## src/source/fp_fmt_pkg.sv

```systemverilog
package fp_fmt_pkg;

  // --------------------------------------------------
  // Float formats handled by the slice
  // --------------------------------------------------
  typedef enum logic {
    FP32 = 1'b0,
    FP16 = 1'b1
  } fp_format_e;

  localparam int unsigned FP32_WIDTH = 32;
  localparam int unsigned FP16_WIDTH = 16;
  localparam int unsigned NUM_LANES  = 2; // Lane 1 only for vectorial FP16

  typedef logic [FP32_WIDTH-1:0] word_t; // Full datapath word
  typedef logic [FP16_WIDTH-1:0] half_t; // One FP16 lane

  // Quiet NaN with zero payload, positive sign
  localparam word_t CANON_NAN32 = 32'h7fc0_0000;
  localparam half_t CANON_NAN16 = 16'h7e00;

  // IEEE exception flags, min/max only ever raises nv
  typedef struct packed {
    logic nv; // Invalid operation
    logic dz; // Divide by zero
    logic of; // Overflow
    logic uf; // Underflow
    logic nx; // Inexact
  } status_t;

endpackage

```

## src/source/slice_op_pkg.sv

```systemverilog
package slice_op_pkg;

  typedef enum logic {
    OP_MIN = 1'b0,
    OP_MAX = 1'b1
  } minmax_op_e;

  typedef logic [3:0] tag_t;

  // One mask bit per SIMD lane
  typedef logic [fp_fmt_pkg::NUM_LANES-1:0] lane_mask_t;

  // Side data travelling with each lane operation
  typedef logic [1:0] aux_t;

  // Bit positions inside aux_t
  localparam int unsigned AUX_VEC_IDX = 1; // Effective vector flag
  localparam int unsigned AUX_FMT_IDX = 0; // Operation format

endpackage
```

## src/source/lane_req_if.sv

```systemverilog
`timescale 1ns/1ps

interface lane_req_if;
  import fp_fmt_pkg::*;
  import slice_op_pkg::*;

  logic       valid;
  logic       ready;
  word_t      a;    // Upper bits ignored for FP16
  word_t      b;
  fp_format_e fmt;
  minmax_op_e op;
  tag_t       tag;
  logic       mask; // Own SIMD mask bit
  aux_t       aux;

  // Dispatcher side
  modport dispatch (
    output valid, a, b, fmt, op, tag, mask, aux,
    input  ready
  );

  // Lane side
  modport lane (
    input  valid, a, b, fmt, op, tag, mask, aux,
    output ready
  );

endinterface

```

## src/source/lane_rsp_if.sv

```systemverilog
`timescale 1ns/1ps

interface lane_rsp_if;
  import fp_fmt_pkg::*;
  import slice_op_pkg::*;

  logic    valid;
  logic    ready;
  word_t   result;
  status_t status;
  logic    mask;
  tag_t    tag;
  aux_t    aux;
  logic    busy;   // Any stage of the lane holds an item

  // Lane side
  modport lane (
    output valid, result, status, mask, tag, aux, busy,
    input  ready
  );

  // Assembler side
  modport assemble (
    input  valid, result, status, mask, tag, aux, busy,
    output ready
  );

endinterface

```

## src/source/minmax_lane.sv

```systemverilog
`timescale 1ns/1ps

module minmax_lane #(
  parameter int unsigned NumPipeRegs = 2
) (
  input  logic        clk_i,
  input  logic        rst_n_i,
  input  logic        flush_i,
  lane_req_if.lane    req_i,
  lane_rsp_if.lane    rsp_o
);
  import fp_fmt_pkg::*;
  import slice_op_pkg::*;

  half_t                 a_h, b_h;
  logic                  sign_a, sign_b;
  logic [FP32_WIDTH-2:0] mag_a, mag_b;
  logic                  nan_a, nan_b;
  logic                  snan_a, snan_b;
  logic                  a_lt_b, pick_a;
  word_t                 result_d;
  status_t               status_d;

  // --------------------------------------------------
  // Operand classification
  // --------------------------------------------------
  always_comb begin : classify
    a_h = req_i.a[FP16_WIDTH-1:0];
    b_h = req_i.b[FP16_WIDTH-1:0];
    if (req_i.fmt == FP16) begin
      sign_a = a_h[15];
      sign_b = b_h[15];
      mag_a  = {{(FP32_WIDTH-FP16_WIDTH){1'b0}}, a_h[FP16_WIDTH-2:0]};
      mag_b  = {{(FP32_WIDTH-FP16_WIDTH){1'b0}}, b_h[FP16_WIDTH-2:0]};
      nan_a  = (&a_h[14:10]) & (|a_h[9:0]);   // Exponent all ones, mantissa set
      nan_b  = (&b_h[14:10]) & (|b_h[9:0]);
      snan_a = nan_a & ~a_h[9];               // Quiet bit clear
      snan_b = nan_b & ~b_h[9];
    end else begin
      sign_a = req_i.a[31];
      sign_b = req_i.b[31];
      mag_a  = req_i.a[FP32_WIDTH-2:0];
      mag_b  = req_i.b[FP32_WIDTH-2:0];
      nan_a  = (&req_i.a[30:23]) & (|req_i.a[22:0]);
      nan_b  = (&req_i.b[30:23]) & (|req_i.b[22:0]);
      snan_a = nan_a & ~req_i.a[22];
      snan_b = nan_b & ~req_i.b[22];
    end
  end

  // Sign first, so -0 sorts below +0 without a zero check
  assign a_lt_b = (sign_a != sign_b) ? sign_a :
                  sign_a             ? (mag_a > mag_b) : (mag_a < mag_b);
  assign pick_a = (req_i.op == OP_MIN) ? a_lt_b : ~a_lt_b;

  always_comb begin : select_result
    if (nan_a & nan_b) begin
      result_d = (req_i.fmt == FP16) ? {{FP16_WIDTH{1'b1}}, CANON_NAN16} : CANON_NAN32;
    end else if (nan_a) begin
      result_d = req_i.b; // Single NaN yields the other operand
    end else if (nan_b) begin
      result_d = req_i.a;
    end else begin
      result_d = pick_a ? req_i.a : req_i.b;
    end
    status_d    = '0;
    status_d.nv = snan_a | snan_b;
  end

  // --------------------------------------------------
  // Register pipeline, entry i holds the item after i stages
  // --------------------------------------------------
  logic    pipe_valid_q  [0:NumPipeRegs];
  logic    pipe_ready    [0:NumPipeRegs];
  word_t   pipe_result_q [0:NumPipeRegs];
  status_t pipe_status_q [0:NumPipeRegs];
  tag_t    pipe_tag_q    [0:NumPipeRegs];
  logic    pipe_mask_q   [0:NumPipeRegs];
  aux_t    pipe_aux_q    [0:NumPipeRegs];

  assign pipe_valid_q[0]  = req_i.valid;
  assign pipe_result_q[0] = result_d;
  assign pipe_status_q[0] = status_d;
  assign pipe_tag_q[0]    = req_i.tag;
  assign pipe_mask_q[0]   = req_i.mask;
  assign pipe_aux_q[0]    = req_i.aux;

  for (genvar i = 0; i < NumPipeRegs; i++) begin : gen_stage
    logic reg_ena;

    // Advance when the next stage is empty or moving on
    assign pipe_ready[i] = pipe_ready[i+1] | ~pipe_valid_q[i+1];
    assign reg_ena       = pipe_ready[i] & pipe_valid_q[i];

    always_ff @(posedge clk_i or negedge rst_n_i) begin
      if (!rst_n_i) begin
        pipe_valid_q[i+1] <= 1'b0;
      end else if (flush_i) begin
        pipe_valid_q[i+1] <= 1'b0;
      end else if (pipe_ready[i]) begin
        pipe_valid_q[i+1] <= pipe_valid_q[i];
      end
    end

    always_ff @(posedge clk_i) begin
      if (reg_ena) begin
        pipe_result_q[i+1] <= pipe_result_q[i];
        pipe_status_q[i+1] <= pipe_status_q[i];
        pipe_tag_q[i+1]    <= pipe_tag_q[i];
        pipe_mask_q[i+1]   <= pipe_mask_q[i];
        pipe_aux_q[i+1]    <= pipe_aux_q[i];
      end
    end
  end

  assign pipe_ready[NumPipeRegs] = rsp_o.ready; // Backpressure from the assembler
  assign req_i.ready             = pipe_ready[0];

  assign rsp_o.valid  = pipe_valid_q[NumPipeRegs];
  assign rsp_o.result = pipe_result_q[NumPipeRegs];
  assign rsp_o.status = pipe_status_q[NumPipeRegs];
  assign rsp_o.tag    = pipe_tag_q[NumPipeRegs];
  assign rsp_o.mask   = pipe_mask_q[NumPipeRegs];
  assign rsp_o.aux    = pipe_aux_q[NumPipeRegs];

  always_comb begin : busy_collect
    rsp_o.busy = 1'b0;
    for (int unsigned i = 1; i <= NumPipeRegs; i++) begin
      rsp_o.busy = rsp_o.busy | pipe_valid_q[i];
    end
  end

endmodule

```

## src/source/minmax_slice.sv

```systemverilog
`timescale 1ns/1ps

module minmax_slice #(
  parameter int unsigned NumPipeRegs = 2
) (
  input  logic                       clk_i,
  input  logic                       rst_n_i,
  // Operation
  input  fp_fmt_pkg::word_t          a_i,
  input  fp_fmt_pkg::word_t          b_i,
  input  fp_fmt_pkg::fp_format_e     fmt_i,
  input  slice_op_pkg::minmax_op_e   op_i,
  input  logic                       vectorial_op_i,
  input  slice_op_pkg::tag_t         tag_i,
  input  slice_op_pkg::lane_mask_t   simd_mask_i,
  // Input handshake
  input  logic                       in_valid_i,
  output logic                       in_ready_o,
  input  logic                       flush_i,
  // Result
  output fp_fmt_pkg::word_t          result_o,
  output fp_fmt_pkg::status_t        status_o,
  output slice_op_pkg::tag_t         tag_o,
  // Output handshake
  output logic                       out_valid_o,
  input  logic                       out_ready_i,
  output logic                       busy_o
);

  lane_req_if lane0_req ();
  lane_req_if lane1_req ();
  lane_rsp_if lane0_rsp ();
  lane_rsp_if lane1_rsp ();

  slice_dispatch u_dispatch (
    .a_i            ( a_i            ),
    .b_i            ( b_i            ),
    .fmt_i          ( fmt_i          ),
    .op_i           ( op_i           ),
    .vectorial_op_i ( vectorial_op_i ),
    .tag_i          ( tag_i          ),
    .simd_mask_i    ( simd_mask_i    ),
    .in_valid_i     ( in_valid_i     ),
    .in_ready_o     ( in_ready_o     ),
    .lane0_o        ( lane0_req      ),
    .lane1_o        ( lane1_req      )
  );

  // --------------------------------------------------
  // Lanes run side by side in lockstep
  // --------------------------------------------------
  minmax_lane #(.NumPipeRegs(NumPipeRegs)) u_lane0 (
    .clk_i   ( clk_i     ),
    .rst_n_i ( rst_n_i   ),
    .flush_i ( flush_i   ),
    .req_i   ( lane0_req ),
    .rsp_o   ( lane0_rsp )
  );

  minmax_lane #(.NumPipeRegs(NumPipeRegs)) u_lane1 (
    .clk_i   ( clk_i     ),
    .rst_n_i ( rst_n_i   ),
    .flush_i ( flush_i   ),
    .req_i   ( lane1_req ),
    .rsp_o   ( lane1_rsp )
  );

  result_assembler u_assemble (
    .lane0_i     ( lane0_rsp   ),
    .lane1_i     ( lane1_rsp   ),
    .out_ready_i ( out_ready_i ),
    .out_valid_o ( out_valid_o ),
    .result_o    ( result_o    ),
    .status_o    ( status_o    ),
    .tag_o       ( tag_o       ),
    .busy_o      ( busy_o      )
  );

endmodule

```

## src/source/result_assembler.sv

```systemverilog
`timescale 1ns/1ps

module result_assembler (
  lane_rsp_if.assemble            lane0_i,
  lane_rsp_if.assemble            lane1_i,
  input  logic                    out_ready_i,
  output logic                    out_valid_o,
  output fp_fmt_pkg::word_t       result_o,
  output fp_fmt_pkg::status_t     status_o,
  output slice_op_pkg::tag_t      tag_o,
  output logic                    busy_o
);
  import fp_fmt_pkg::*;
  import slice_op_pkg::*;

  logic       result_is_vector;
  fp_format_e result_fmt;
  logic       lane1_valid;
  half_t      upper_half;
  status_t    lane0_status, lane1_status;

  // --------------------------------------------------
  // Decode from lane 0, the upper lane only follows it
  // --------------------------------------------------
  assign result_is_vector = lane0_i.aux[AUX_VEC_IDX];
  assign result_fmt       = fp_format_e'(lane0_i.aux[AUX_FMT_IDX]);

  // Handshake on lane 1 only during vector results
  assign lane0_i.ready = out_ready_i;
  assign lane1_i.ready = out_ready_i & result_is_vector;
  assign lane1_valid   = lane1_i.valid & result_is_vector;

  // --------------------------------------------------
  // Result packing
  // --------------------------------------------------
  assign upper_half = lane1_valid ? lane1_i.result[FP16_WIDTH-1:0] : '1; // NaN-box

  assign result_o = (result_fmt == FP16) ?
                    {upper_half, lane0_i.result[FP16_WIDTH-1:0]} : lane0_i.result;

  // Masked lanes contribute no flags
  assign lane0_status = lane0_i.status &
                        {$bits(status_t){lane0_i.valid & lane0_i.mask}};
  assign lane1_status = lane1_i.status &
                        {$bits(status_t){lane1_valid & lane1_i.mask}};

  assign status_o = lane0_status | lane1_status;

  assign out_valid_o = lane0_i.valid;
  assign tag_o       = lane0_i.tag;
  assign busy_o      = lane0_i.busy | lane1_i.busy;

endmodule

```

## src/source/slice_dispatch.sv

```systemverilog
`timescale 1ns/1ps

module slice_dispatch (
  input  fp_fmt_pkg::word_t          a_i,
  input  fp_fmt_pkg::word_t          b_i,
  input  fp_fmt_pkg::fp_format_e     fmt_i,
  input  slice_op_pkg::minmax_op_e   op_i,
  input  logic                       vectorial_op_i,
  input  slice_op_pkg::tag_t         tag_i,
  input  slice_op_pkg::lane_mask_t   simd_mask_i,
  input  logic                       in_valid_i,
  output logic                       in_ready_o,
  lane_req_if.dispatch               lane0_o,
  lane_req_if.dispatch               lane1_o
);
  import fp_fmt_pkg::*;
  import slice_op_pkg::*;

  logic vec_op;
  aux_t aux;

  // Vector operations exist for FP16 only
  assign vec_op = vectorial_op_i & (fmt_i == FP16);

  always_comb begin : build_aux
    aux              = '0;
    aux[AUX_VEC_IDX] = vec_op;
    aux[AUX_FMT_IDX] = fmt_i;
  end

  // --------------------------------------------------
  // Lane 0, always in use
  // --------------------------------------------------
  assign lane0_o.valid = in_valid_i;
  assign lane0_o.a     = a_i;
  assign lane0_o.b     = b_i;
  assign lane0_o.fmt   = fmt_i;
  assign lane0_o.op    = op_i;
  assign lane0_o.tag   = tag_i;
  assign lane0_o.mask  = simd_mask_i[0];
  assign lane0_o.aux   = aux;

  // --------------------------------------------------
  // Lane 1, upper half-words
  // --------------------------------------------------
  // Lane 1 may be empty while lane 0 is full, so it only
  // takes a request on the edge lane 0 takes it too
  assign lane1_o.valid = in_valid_i & vec_op & lane0_o.ready;
  assign lane1_o.a     = a_i >> FP16_WIDTH;
  assign lane1_o.b     = b_i >> FP16_WIDTH;
  assign lane1_o.fmt   = fmt_i;
  assign lane1_o.op    = op_i;
  assign lane1_o.tag   = tag_i;
  assign lane1_o.mask  = simd_mask_i[1];
  assign lane1_o.aux   = aux;

  assign in_ready_o = lane0_o.ready; // Upstream ready from lane 0

endmodule

```

## config.mk

```make
export PLATFORM = sky130hd
export DESIGN_NAME = minmax_slice
export DESIGN_NICKNAME = d
export VERILOG_FILES = /design/src/source/fp_fmt_pkg.sv /design/src/source/slice_op_pkg.sv /design/src/source/lane_req_if.sv /design/src/source/lane_rsp_if.sv /design/src/source/minmax_lane.sv /design/src/source/minmax_slice.sv /design/src/source/result_assembler.sv /design/src/source/slice_dispatch.sv
export SDC_FILE = /design/constraint.sdc
export NUM_CORES = 1
export LEC_CHECK = 0
export ABC_AREA = 0
export BUFFER_PORTS_ARGS = -buffer_cell sky130_fd_sc_hd__buf_2
export CAP_MARGIN = 25
export CORE_ASPECT_RATIO = 1.75
export CORE_MARGIN = 10
export CORE_UTILIZATION = 25
export DETAILED_ROUTE_END_ITERATION = 10
export PLACE_DENSITY = 0.44
export SLEW_MARGIN = 25
export SYNTH_ARGS = -nofsm -noshare
export SYNTH_HDL_FRONTEND = slang
export SYNTH_SLANG_ARGS = --single-unit
export TNS_END_PERCENT = 1
```

## constraint.sdc

```tcl
create_clock -name clk_i -period 2.85 [get_ports clk_i]
set_input_delay 0.57 -clock clk_i [delete_from_list [all_inputs] [get_ports clk_i]]
set_output_delay 0.57 -clock clk_i [all_outputs]
set_load 0.005 [all_outputs]
```

* Word-level counts from Yosys, hierarchy flattened
Index checks and enable logic that the tools add are counted.
** Word-level totals
- Bits of input ports :: 78
- Output and inout port bits :: 44
- Register bits after elaboration :: 120
- Word-level logic and storage cells :: 132
** Cells by class
- Reductions and logical operators :: 16
- Eq/ne operators :: 2
- $lt $le $gt $ge :: 4
- Multiplexer cells :: 41
- Bitwise gates (word level) :: 49
** Operators by type and width (number)
- $mux W32 :: 6
- $mux W16 :: 7
- $mux W31 :: 2
- $reduce_or A23 Y1 :: 2
- $reduce_or A10 Y1 :: 4
- $gt A31 B31 Y1 :: 1
- $lt A31 B31 Y1 :: 1
- $mux W1 :: 26
- $and A1 B1 Y1 :: 25
- $reduce_and A5 Y1 :: 4
- $gt A16 B16 Y1 :: 1
- $lt A16 B16 Y1 :: 1
- $reduce_and A8 Y1 :: 2
- $not A1 Y1 :: 12
- $and A5 B5 Y5 :: 2
- $or A1 B1 Y1 :: 9
- $reduce_bool A2 Y1 :: 4
- $or A5 B5 Y5 :: 1
- $ne A1 B1 Y1 :: 2

* Depth between registers and ports, before layout
Gate-level depths: netlist of run 1.
- Depth in word-level cells :: 10
- Depth in mapped cells :: 13
- Mapped depth without buffers :: 11

* Modules after synthesis
A second synthesis of run 1 with hierarchy kept.
** Second synthesis, totals
- Cell total of the unflattened synthesis :: 983
- Area total of the unflattened synthesis :: 10789.1 µm²
** By module, submodules not included
- minmax_lane :: area an instance 4619.4 µm², sequential area each 2452.4 µm², cells each 391, instances 2
- slice_dispatch :: area an instance 1131.1 µm², sequential area each 0.0 µm², cells each 151, instances 1
- result_assembler :: area an instance 419.2 µm², sequential area each 0.0 µm², cells each 50, instances 1

* Worst setup path after synthesis of run 1
Ideal clock, no wire load.
- Kind :: input to register
- Start point :: input fmt_i
- End point :: register u_lane0.pipe_result_q[35] in the netlist's numbering (data pin)
- Data required time :: 2.593 ns
- Arrival time :: 3.370 ns
- Cell stages on the path :: 13
- Setup time :: 0.257 ns
- Setup slack :: -0.776 ns
- Path buffers :: 3
- Cell sequence :: clkbuf_1 > clkbuf_1 > nor2b_1 > ha_1 > a21o_1 > a21o_1 > a221oi_2 > a21boi_1 > a211o_1 > or3_4 > a21o_1 > buf_6 > a32o_1
** Between the ends
- Longest elaborated chain between the ends :: 10
- Elaborated cells between the ends (all ways) :: 18
- Classes of those cells :: order compare: 2; eq/ne: 1; mux: 13; bitwise: 2
** Ends and longest elaborated chain
- start, declared :: line minmax_slice.sv:11 : input fp_fmt_pkg::fp_format_e fmt_i,
- $mux W31 :: line minmax_lane.sv:30 : if (req_i.fmt == FP16) begin
- $lt A31 B31 Y1 or $gt A31 B31 Y1 (tied branches) :: line minmax_lane.sv:53 : sign_a ? (mag_a > mag_b) : (mag_a < mag_b);
- $mux W1 :: line minmax_lane.sv:53
- $mux W1 :: line minmax_lane.sv:52 : assign a_lt_b = (sign_a != sign_b) ? sign_a :
- $not A1 Y1 :: line minmax_lane.sv:54 : assign pick_a = (req_i.op == OP_MIN) ? a_lt_b : ~a_lt_b;
- $mux W1 :: line minmax_lane.sv:54
- $mux W32 :: line minmax_lane.sv:64 : result_d = pick_a ? req_i.a : req_i.b;
- $mux W32 :: line minmax_lane.sv:61 : end else if (nan_b) begin
- $mux W32 :: line minmax_lane.sv:59 : end else if (nan_a) begin
- $mux W32 * :: line minmax_lane.sv:57 : if (nan_a & nan_b) begin
- end signal, assigned by index :: line minmax_lane.sv:107 : pipe_result_q[i+1] <= pipe_result_q[i];
- end, declared :: line minmax_lane.sv:75 : word_t pipe_result_q [0:NumPipeRegs];
Mark *: on every way between the ends. The rest lies on a longest branch, timed or not.
A chain may end at the register's enable or synchronous reset.

* Final worst setup path of run 1
- Start point :: input fmt_i
- End point :: register u_lane0.pipe_result_q[57] in the netlist's numbering (data pin)
The elaborated chain is that of the path after synthesis.

==> summary.md, run 1 <==
| Metric | Value |
|---|---|
| Run status | `finished with violations` |
| Failing checks | `negative setup slack` |
| Final setup vio count | `38` |
| Worst skew pair latency | `0.41 ns` |
| Reg2Reg Depth | `6` |
| Arr. time, crit path | `3.31 ns` |
| Power per cell area | `514 nW/um^2` |
| Top_reg_cell synth | `edfxtp_1` |
| Reg2reg start | `u_lane0.rsp_o.valid` |
| Final Hold Fails | `0` |
| CP required | `3.00 ns` |
| Hold Path Cell Cnt | `1` |
| Mapped Avg Cell Area | `11.3 sq um` |
| DRC errors left | `0` |
| Warnings from Yosys | `0` |
| Final Wtd Congestion | `0.848` |
| Cell repeated most along the worst path | `buf_6` |
| Ant diodes | `0` |
| Final nets | `981` |
| GRT overflow | `0` |
| WHS Endpoint | `u_lane1.pipe_mask_q[1]` |
| HP Start | `simd_mask_i[1]` |
| Worst Path Max Fanout | `8` |
| Final period util | `111%` |
| First drt pass iteration count | `5` |
| IO Port Bufs | `117` |
| Final min period | `3.16 ns` |
| Setup WS pre-CTS | `-1.38 ns` |
| Worst Tran Pin Value | `0.904 ns` |
| Area Overhead vs Synth | `49.3%` |
| Finished Cell Area | `10,000 sq um` |
| Vias | `5,512` |
| Detailed Route WL | `21,400 microns` |
| Die height | `237 microns` |
| Worst-path cell chain | `buf_16 > buf_8 > nand2b_4 > ha_4 > nand4_1 > nor4_4 > buf_4 > a21boi_4 > buf_6 > nor3_4 > or3_4 > buf_6 > a31o_4 > o32a_1` |
| Sink Count | `120` |
| # H-tree levels | `4` |
| VDD IR-drop max | `318 uV` |
| DP Area | `8730 sq um` |
| GR Util All Layers | `12.8%` |
| MaxCap Viol Count | `0` |
| Worst path slowest cell | `nor4_4` |
| Initial Util | `25.3%` |
| Synthesized instance count | `591` |
| Initial antenna violation count | `0` |
| TritonCTS buffer count | `17` |
| R2R Setup Slk | `0.99 ns` |
| Kind of critical path | `input port to flip-flop` |
| Achievable Freq | `317 MHz` |
| Die W | `144 microns` |
| Top cells by area, synth | `edfxtp_1 (52%), ha_1 (8.8%), a21oi_1 (4.0%)` |
| Ratio of cells with drive above 1 in the final layout | `46.1%` |
| Per-cell routed wire length | `17.9 microns` |
| Core ar. | `26,500 sq um` |
| Yosys reg bits | `120` |
| Post-synth EDFFs | `116` |
| Placement row count | `79` |
| Final Util | `37.8%` |
| Post-synth cell types | `62` |
| Reg2reg end | `u_lane1.pipe_result_q[43]` |
| Worst rel slew slack | `39.5%` |
| Sequential-to-total area share from yosys stat | `53.4%` |
| Initial DRC Count | `263` |
| Setup crit end kind | `flip-flop` |
| Share of the synthesized area in the top cell type | `51.9%` |
| Die ar. | `34,000 sq um` |
| CTS tree | `yes` |
| Crit path largest cell delay | `0.41 ns` |
| Final Skew | `0.00718 ns` |
| First-pass GRT wire length | `32,900 microns` |
| Worst Hold Class | `input port to flip-flop` |
| Asr flop ratio synth | `3.33%` |
| Vias in the first global route | `5,860` |
| I/O Pins | `122` |
| PnR worst setup slack | `-0.308 ns` |
| Static Leakage | `0.00426 uW` |
| Clk buf depth | `2` |
| Detailed Place HPWL | `17,300 microns` |
| Post-synth top area cell | `edfxtp_1` |
| Setup_tns | `-8.21 ns` |
| Mapped Area | `6710 sq um` |
| Max-slew violations | `0` |
| Clock slew at reported path FFs | `0.05 ns` |
| Startpoint Class | `input port` |
| Root Buffer | `clkbuf_16` |
| Largest net degree at the start of global routing | `41` |
| DR vias/cell | `4.62` |
| RSZ-0062 raised after global routing | `yes` |
| ANT nets after route | `0` |
[worst max-delay path, delay by kind of cell]
family	cells	cell delay, ns
simple gates	5	1.15
compound gates	3	0.64
fa+ha+maj	1	0.27
buf+inv	5	0.67
[sequential cells by signal, indices dropped and copies added, names as in the netlist, 2 cells and up]
signal,flops
u_lane0.pipe_aux_q,2
u_lane0.rsp_o.tag,4
u_lane0.pipe_result_q,32
u_lane1.pipe_result_q,16
u_lane0.rsp_o.aux,2
u_lane1.rsp_o.result,16
u_lane0.rsp_o.result,32
u_lane0.pipe_tag_q,4
[layout make-up]
type	count	area, sq um
multi-input combinational	381	3260
sequential	120	3580
timing repair buffer	288	2040
inverter	48	180
fill	2653	16500
clock inverter	13	106
tap	324	405
clock buffer	19	433
[how the worst max path moves through the flow]
| stage | start | to | cells past startpoint |
|---|---|---|---|
| finish | fmt_i | u_lane0.pipe_result_q[57] | 14 |
| global placement | fmt_i | u_lane0.pipe_result_q[54] | 14 |
| CTS | fmt_i | u_lane0.pipe_result_q[61] | 13 |
| detailed placement | fmt_i | u_lane0.pipe_result_q[56] | 14 |
| global route | fmt_i | u_lane0.pipe_result_q[57] | 14 |
| floorplan | fmt_i | u_lane0.pipe_result_q[35] | 13 |
[power breakdown]
part | switching (uW) | total [uW] | internal, uW
clock network | 745 | 1930 | 1190
logic | 541 | 1090 | 548
registers | 28.7 | 2130 | 2100
total | 1310 | 5150 | 3830
[layer usage]
layer  vias to the layer above  GRT usage, %  wire length, microns  part of all wire, %
li1                       2748             -                     -                    -
met1                      2606          13.2                  8040                   38
met2                       126          24.1                 12000                   56
met3                        32          2.30                   736                  3.4
met4                         0          5.62                   656                  3.1
met5                         -             0                     0                    0
[synthesized netlist by cell type, drive strengths merged, types with 10 or more instances]
cell type  number
nand2b         17
a21oi          55
buf            31
o221ai         14
nor2b          12
nor2           55
ha             47
edfxtp        116
a22o           13
mux2i          10
nand4          15
nand2          32
clkbuf         14
inv            48
[what timing repair did]
| action | 4_1_cts | 5_1_grt |
|---|---|---|
| pin swaps | 34 | 24 |
| setup buffers | 8 | 2 |
| endpoints found under the hold margin | 4 | 0 |
| endpoints found under the setup margin | 48 | 48 |
| gates resized for setup | 63 | 35 |
| hold buffers | 1 | 0 |
| cloned | 2 | 0 |
[cell families (layout without fill, tap and decap cells)]
group                      after synthesis  count (layout)  synth area share, %
AOI/OAI and AO/OA                      143             143                 15.6
adders and majority gates               47              47                 8.77
DFF                                    120             120                 53.4
buffers and inverters                   93             368                 6.79
other                                    1               4               0.0559
and+or+nand+nor                        171             171                 12.9
muxes                                   16              16                 2.50
[cell usage in the layout (no fill, tap or decap), types with 4 or more instances in the layout]
| master | netlist | layout |
|---|---|---|
| inv_1 | 48 | 48 |
| a21o_1 | 5 | 4 |
| nor4_1 | 9 | 8 |
| nor3_1 | 5 | 4 |
| buf_6 | 1 | 10 |
| mux2i_1 | 10 | 10 |
| mux2_2 | 6 | 6 |
| a22o_1 | 13 | 13 |
| ha_1 | 47 | 31 |
| nand4_1 | 15 | 15 |
| a21oi_1 | 54 | 51 |
| dfrtp_1 | 4 | 4 |
| nand3_1 | 7 | 7 |
| buf_12 | 0 | 5 |
| conb_1 | 1 | 4 |
| clkbuf_16 | 0 | 17 |
| nor2_2 | 0 | 6 |
| nor2b_4 | 0 | 6 |
| o221ai_2 | 0 | 11 |
| clkinvlp_4 | 0 | 4 |
| ha_4 | 0 | 16 |
| buf_4 | 25 | 152 |
| clkinv_2 | 0 | 5 |
| or4_1 | 6 | 6 |
| nand2b_4 | 0 | 13 |
| nand2_1 | 32 | 32 |
| a32o_1 | 9 | 9 |
| edfxtp_1 | 116 | 116 |
| buf_2 | 4 | 116 |
| o32a_1 | 6 | 6 |
| nand2b_1 | 17 | 4 |
| o21ai_1 | 3 | 5 |
| nor2_1 | 55 | 48 |
| nor2b_1 | 12 | 5 |
[per-stage QoR]
step | std cells | total power (uW) | hold slack (ns)
global route | 1193 | 5400 | 0.310
floorplan | 594 | 2630 | 0.274
detailed placement | 1149 | 3100 | 0.387
finish | 1193 | 5150 | 0.336
global placement | 1149 | 3100 | 0.382
CTS | 1192 | 5170 | 0.310
(Power assumes the default switching activity.)
==> inputs of run 2 (changes only) <==
BUFFER_PORTS_ARGS = -buffer_cell sky130_fd_sc_hd__clkbuf_2   (was -buffer_cell sky130_fd_sc_hd__buf_2)
==> run 2 against run 1 <==
The flow still finishes with violations (negative setup slack). Die area did not move. Final cell count is 0.50% lower. Sequential share of layout area increased by 0.66 points. Combinational power fell by 4%. Critical path depth unchanged. Critical endpoint is now u_lane0.pipe_result_q[58]. Largest cell class unchanged.
==> summary.md, run 2 (synthesized netlist as in run 1, its figures left out) <==
| Metric | Value |
|---|---|
| Run status | `finished with violations` |
| Failing checks | `negative setup slack` |
| Kind of critical path | `input port to flip-flop` |
| Worst Path Max Fanout | `7 (-1)` |
| Final Hold Fails | `0 (unchanged)` |
| Logic pwr share | `19.9% (-1.3 points)` |
| Int Pwr | `3980 uW (+4.0%)` |
| Ratio of cells with drive above 1 in the final layout | `43.7% (-2.5 points)` |
| Met3 WL | `573 microns (-22%)` |
| Detailed Place HPWL | `17,600 microns (+2.0%)` |
| Final Skew | `0.00429 ns (-0.00290 ns)` |
| Setup crit end kind | `flip-flop` |
| Initial Util | `25.3% (unchanged)` |
| Sink Count | `120 (unchanged)` |
| Root Buffer | `clkbuf_16` |
| Finished Cell Area | `9830 sq um (-1.8%)` |
| IO Port Bufs | `117 (unchanged)` |
| Arr. time, crit path | `3.27 ns (-0.04 ns)` |
| Net Sw Frac | `24.8% (-0.73 points)` |
| Sequential Power Share | `40.2% (-1.1 points)` |
| Setup_tns | `-7.54 ns (+0.670 ns)` |
| Final min period | `3.12 ns (-0.0364 ns)` |
| Power per cell area | `539 nW/um^2 (+4.9%)` |
| VDD IR-drop max | `388 uV (+22%)` |
| Per-cell routed wire length | `18.2 microns (+1.3%)` |
| Static Leakage | `0.00422 uW (-1.0%)` |
| RSZ-0062 raised after global routing | `yes` |
| Final setup vio count | `38 (unchanged)` |
| Ant diodes | `0 (unchanged)` |
| Startpoint Class | `input port` |
| Clk buf depth | `2 (unchanged)` |
| GRT overflow | `0 (unchanged)` |
| ANT nets after route | `0 (unchanged)` |
| Die height | `237 microns (unchanged)` |
| Initial DRC Count | `168 (-36%)` |
| Detailed Route WL | `21,600 microns (+0.79%)` |
| I/O Pins | `122 (unchanged)` |
| Most frequent cells in the layout | `buf_4 (152), clkbuf_2 (116), edfxtp_1 (116)` |
| TritonCTS buffer count | `17 (unchanged)` |
| Die W | `144 microns (unchanged)` |
| Vias in the first global route | `5,748 (-1.9%)` |
| Worst rel slew slack | `37.6% (-2.0 points)` |
| Placed cell count | `1,147 (-0.17%)` |
| Final Util | `37.1% (-0.68 points)` |
| Area Overhead vs Synth | `46.6%` |
| CP required | `3.00 ns (about the same)` |
| Worst skew pair latency | `0.41 ns (about the same)` |
| Most common cell after layout, fill and taps aside | `buf_4` |
| Largest net degree at the start of global routing | `41 (unchanged)` |
| Wl on met1 | `8250 microns (+2.6%)` |
| Worst Hold Class | `input port to flip-flop` |
| Core ar. | `26,500 sq um (unchanged)` |
| GR Util All Layers | `12.8% (+0.059 points)` |
| DP Area | `8700 sq um (-0.32%)` |
| DRC errors left | `0 (unchanged)` |
| CTS tree | `yes` |
| DR vias/cell | `4.57 (-1.1%)` |
| Total power | `5300 uW (+3.0%)` |
| MaxCap Viol Count | `0 (unchanged)` |
| Final nets | `975 (-0.61%)` |
| Die ar. | `34,000 sq um (unchanged)` |
| Final period util | `110% (-1.3 points)` |
| Uppermost layer routed | `met4` |
| Metal2 WL | `12,100 microns (+1.5%)` |
| Vias | `5,423 (-1.6%)` |
| First drt pass iteration count | `4 (-1)` |
| Clock network power share | `39.9% (+2.4 points)` |
| Initial antenna violation count | `0 (unchanged)` |
| Placement row count | `79 (unchanged)` |
| Clock slew at reported path FFs | `0.05 ns (about the same)` |
| Achievable Freq | `320 MHz (+1.2%)` |
| Post-Layout Cell Count | `1,187 (-0.50%)` |
| First-pass GRT wire length | `33,000 microns (+0.34%)` |
| Max-slew violations | `0 (unchanged)` |
| Worst Tran Pin Value | `0.933 ns (+0.0294 ns)` |
| Final Wtd Congestion | `0.871 (+2.7%)` |
| Psw | `1320 uW (about the same)` |
| # H-tree levels | `4 (unchanged)` |
| PnR worst setup slack | `-0.272 ns (+0.0364 ns)` |
[run 2: changes by cell type in the layout (fill, tap and decap cells not counted), sizes merged]
cell,delta
buf,-123
bufinv,+2
clkbuf,+117
clkinvlp,-2
[run 2: power by group through the flow]
stage	Combinational [uW]	Clock, uW	Sequential (uW)
after floorplan	474	0	2150
after global placement	934	0	2170
after detailed placement	932	0	2170
after CTS	1040	2160	2130
after global routing	1150	2250	2140
final	1050	2120	2130
[run 2: through the flow]
step	setup WS, ns	hold WS (ns)
after floorplan	-0.478	0.274
after detailed placement	-0.830	0.386
after global routing	-0.366	0.316
final	-0.272	0.335
after global placement	-0.825	0.385
after CTS	-0.205	0.314
[run 2: path summary, 6_finish.rpt]
kind	from	endpoint	slack [ns]	cells after the start
max	fmt_i	u_lane0.pipe_result_q[58]	-0.27	14
min	tag_i[0]	u_lane0.pipe_tag_q[4]	0.33	1
max reg2reg	u_lane0.rsp_o.valid	u_lane1.pipe_result_q[42]	0.77	6
min reg2reg	u_lane0.pipe_result_q[62]	u_lane0.rsp_o.result[30]	0.41	0
max in group asynchronous	rst_n_i	u_lane0.rsp_o.valid	2.23	2
min in group asynchronous	rst_n_i	u_lane0.pipe_valid_q[1]	0.50	2
[run 2: worst max-delay path, cell delays in order]
cell	delay (ns)
clkbuf_16	0.15
buf_16	0.14
buf_4	0.13
nor2_1	0.19
ha_4	0.24
nand4_1	0.15
nor3_2	0.06
a221oi_2	0.31
a21boi_2	0.13
a211o_4	0.30
or3_4	0.34
buf_6	0.13
a31o_4	0.27
o32a_1	0.16
[run 2: repair_timing]
action / CTS / global route
gates resized for setup: 57 / 10
endpoints found under the hold margin: 4 / 0
setup buffers: 4 / 2
hold buffers: 1 / 0
endpoints found under the setup margin: 48 / 46
pin swaps: 27 / 5
gates cloned: 2 / 0
[run 2: layout make-up]
| type | count | area, sq um |
|---|---|---|
| clock inverter | 13 | 154 |
| tap | 324 | 405 |
| fill | 2617 | 16700 |
| timing repair buffer | 282 | 1960 |
| clock buffer | 19 | 433 |
| inverter | 48 | 180 |
| sequential | 120 | 3580 |
| multi-input combinational | 381 | 3120 |
[run 2: metal layers]
| metal | vias up | track usage [%] |
|---|---|---|
| li1 | 2737 | - |
| met1 | 2562 | 13.3 |
| met2 | 97 | 24.3 |
| met3 | 27 | 2.14 |
| met4 | 0 | 5.37 |
| met5 | - | 0 |
==> inputs of run 3 (changes only) <==
PLACE_DENSITY = 0.42   (was 0.44)
SYNTH_HIERARCHICAL = 1   (was unset)
==> run 3 against run 2 <==
The run still ends with negative setup slack left. Synthesized cell count increased by 49%. Clock skew increased by 0.011 ns. Flip-flop and latch count unchanged. Area after synthesis increased by 35%. Global-route usage decreased by 1.1 points. Combinational power increased by 10%. Fmax decreased by 0.84%. Sequential share of layout area decreased by 3.2 points. Sequential power about the same. Final cell count increased by 22%. Via count increased by 14%. Largest cell class is now multi-input combinational cells. Largest power group is now clock.
==> summary.md, run 3 <==
| Metric | Value |
|---|---|
| Die ar. | `44,500 sq um (+31%)` |
| Clk buf depth | `2 (unchanged)` |
| Detailed Route WL | `26,800 microns (+24%)` |
| CTS tree | `yes` |
| Most common cell after layout, fill and taps aside | `buf_4` |
| Finished Cell Area | `10,800 sq um (+9.7%)` |
| Startpoint Class | `input port` |
| Per-cell routed wire length | `18.5 microns (+2.1%)` |
| Core ar. | `35,900 sq um (+36%)` |
| Vias in the first global route | `6,542 (+14%)` |
| Synthesized instance count | `879 (+49%)` |
| Sequential Power Share | `38.6% (-1.6 points)` |
| Worst skew pair latency | `0.43 ns (+0.02 ns)` |
| Worst Path Buf+Inv | `4 (unchanged)` |
| Worst Path Max Fanout | `15 (+8)` |
| First drt pass iteration count | `4 (unchanged)` |
| Placed cell count | `1,400 (+22%)` |
| Total power | `5520 uW (+4.2%)` |
| Sink Count | `120 (unchanged)` |
| Final period util | `110% (+0.92 points)` |
| GR Util All Layers | `11.7% (-1.1 points)` |
| Mapped Area | `9050 sq um (+35%)` |
| Final Hold Fails | `0 (unchanged)` |
| GRT overflow | `0 (unchanged)` |
| Final nets | `1,101 (+13%)` |
| Worst Tran Pin Value | `0.890 ns (-0.0431 ns)` |
| Area Overhead vs Synth | `19.2%` |
| Post-Layout Cell Count | `1,445 (+22%)` |
| MaxCap Viol Count | `0 (unchanged)` |
| Failing checks | `negative setup slack` |
| Largest delay contributor family on the critical path | `simple AND/OR/NAND/NOR gates` |
| First-pass GRT wire length | `38,200 microns (+16%)` |
| Psw | `1490 uW (+13%)` |
| # H-tree levels | `4 (unchanged)` |
| Net Sw Frac | `26.9% (+2.1 points)` |
| Crit path largest cell delay | `0.58 ns (+0.24 ns)` |
| Worst Hold Class | `input port to flip-flop` |
| DR vias/cell | `4.27 (-6.6%)` |
| Static Leakage | `0.00455 uW (+8.0%)` |
| Initial DRC Count | `191 (+14%)` |
| Clock network power share | `40.4% (+0.5 points)` |
| Met2 usage | `23.1% (-1.3 points)` |
| Initial antenna violation count | `2 (+2)` |
| Setup crit end kind | `flip-flop` |
| Grt met1 use | `10.5% (-2.8 points)` |
| TritonCTS buffer count | `17 (unchanged)` |
| Met3 usage | `2.21% (+0.069 points)` |
| ANT nets after route | `0 (unchanged)` |
| Ratio of cells with drive above 1 in the final layout | `39.3% (-4.4 points)` |
| Detailed Place HPWL | `21,300 microns (+21%)` |
| Power per cell area | `512 nW/um^2 (-5.0%)` |
| Arr. time, crit path | `3.31 ns (+0.04 ns)` |
| Final Skew | `0.0152 ns (+0.0109 ns)` |
| Final Wtd Congestion | `0.826 (-5.1%)` |
| Placement row count | `92 (+16%)` |
| Fillers | `3,781 (+44%)` |
| Worst-path cell chain | `buf_12 > clkbuf_16 > buf_6 > nand2b_4 > ha_4 > nand4_1 > or4_4 > a21oi_4 > nor3_4 > or2_4 > a211oi_4 > buf_12 > a22oi_1` |
| DP Area | `9830 sq um (+13%)` |
| I/O Pins | `122 (unchanged)` |
| DRC errors left | `0 (unchanged)` |
| Clock slew at reported path FFs | `0.06 ns (about the same)` |
| RSZ-0062 raised after global routing | `yes` |
| Achievable Freq | `318 MHz (-0.84%)` |
| Mapped Avg Cell Area | `10.3 sq um (-9.2%)` |
| Most frequent cells in the layout | `buf_4 (149), edfxtp_1 (116), clkbuf_2 (115)` |
| Die height | `272 microns (+15%)` |
| Warnings from Yosys | `6 (+6)` |
| Run status | `finished with violations` |
| Final min period | `3.15 ns (+0.0263 ns)` |
| VDD IR-drop max | `278 uV (-28%)` |
| PnR worst setup slack | `-0.298 ns (-0.0263 ns)` |
| Final setup vio count | `32 (-16%)` |
| Worst rel slew slack | `40.7% (+3.1 points)` |
| Max-slew violations | `0 (unchanged)` |
| Largest net degree at the start of global routing | `43 (+4.9%)` |
| Cell repeated most along the worst path | `buf_12` |
| Die W | `164 microns (+14%)` |
| Initial Util | `25.2% (-0.11 points)` |
| Kind of critical path | `input port to flip-flop` |
| IO Port Bufs | `117 (unchanged)` |
| Logic pwr share | `21.0% (+1.1 points)` |
| Worst path slowest cell | `or4_4` |
| CP required | `3.01 ns (about the same)` |
| GR peak layer | `met2` |
| Root Buffer | `clkbuf_16` |
| Int Pwr | `4030 uW (+1.2%)` |
| Vias | `6,166 (+14%)` |
==> run 3: repair_timing <==
| action | 4_1_cts | 5_1_grt |
|---|---|---|
| pin swaps | 3 | 20 |
| hold buffers | 1 | 0 |
| setup buffers | 1 | 7 |
| endpoints found under the setup margin | 32 | 48 |
| gates cloned | 0 | 5 |
| endpoints found under the hold margin | 4 | 0 |
| resized for setup | 6 | 32 |
==> run 3: worst reg2reg max path: stages, from the launching register on <==
cell,delay (ns)
dfrtp_1,0.37
nor2b_1,0.19
nand2_1,0.12
and4_1,0.21
and2_1,0.72
==> run 3: path summary, 6_finish.rpt <==
path | from | cells after the start | to | slack, ns
worst max-delay path | fmt_i | 13 | u_lane0/pipe_result_q[54] | -0.30
worst min-delay path | tag_i[3] | 1 | u_lane0/pipe_tag_q[7] | 0.32
worst max register to register | u_lane0/rsp_o.valid | 4 | u_lane1/pipe_result_q[47] | 0.86
worst min register to register | u_lane0/pipe_result_q[38] | 0 | u_lane0/rsp_o.result[6] | 0.41
max in group asynchronous | rst_n_i | 2 | u_lane1/rsp_o.valid | 2.23
min in group asynchronous | rst_n_i | 2 | u_lane0/rsp_o.valid | 0.49
==> run 3: final cells by class <==
type                            instances  area, sq um  share of cell area (%)
Tap cell                              470          588                    5.45
Inverter                               56          210                    1.95
Clock buffer                           18          429                    3.98
Multi-Input combinational cell        485         3810                    35.4
Antenna cell                            1         2.50                  0.0232
Clock inverter                         14          175                    1.62
Sequential cell                       120         3580                    33.2
Timing Repair Buffer                  281         1980                    18.4
==> run 3: power by group through the flow <==
stage / logic [uW] / registers [uW] / clock network [uW]
after global placement: 1050 / 2170 / 0
after floorplan: 827 / 2150 / 0
final: 1160 / 2130 / 2230
after detailed placement: 1050 / 2170 / 0
after CTS: 1070 / 2130 / 2290
after global routing: 1270 / 2140 / 2360
==> run 3: per-layer routing <==
metal	vias up	wire length, microns
met3	44	803
met2	136	15700
li1	3065	-
met4	2	1170
met1	2919	9110
met5	-	17
==> run 3: stage by stage <==
| stage | utilization, % | setup slack [ns] | hold slack, ns | TNS (ns) |
|---|---|---|---|---|
| floorplan | - | -0.467 | 0.274 | -22.86 |
| global placement | 27.4 | -0.824 | 0.381 | -31.05 |
| detailed placement | 27.4 | -0.851 | 0.386 | -31.60 |
| CTS | 29.2 | -0.234 | 0.303 | -6.47 |
| global route | 30.0 | -0.364 | 0.299 | -10.30 |
| finish | 30.0 | -0.298 | 0.315 | -7.65 |
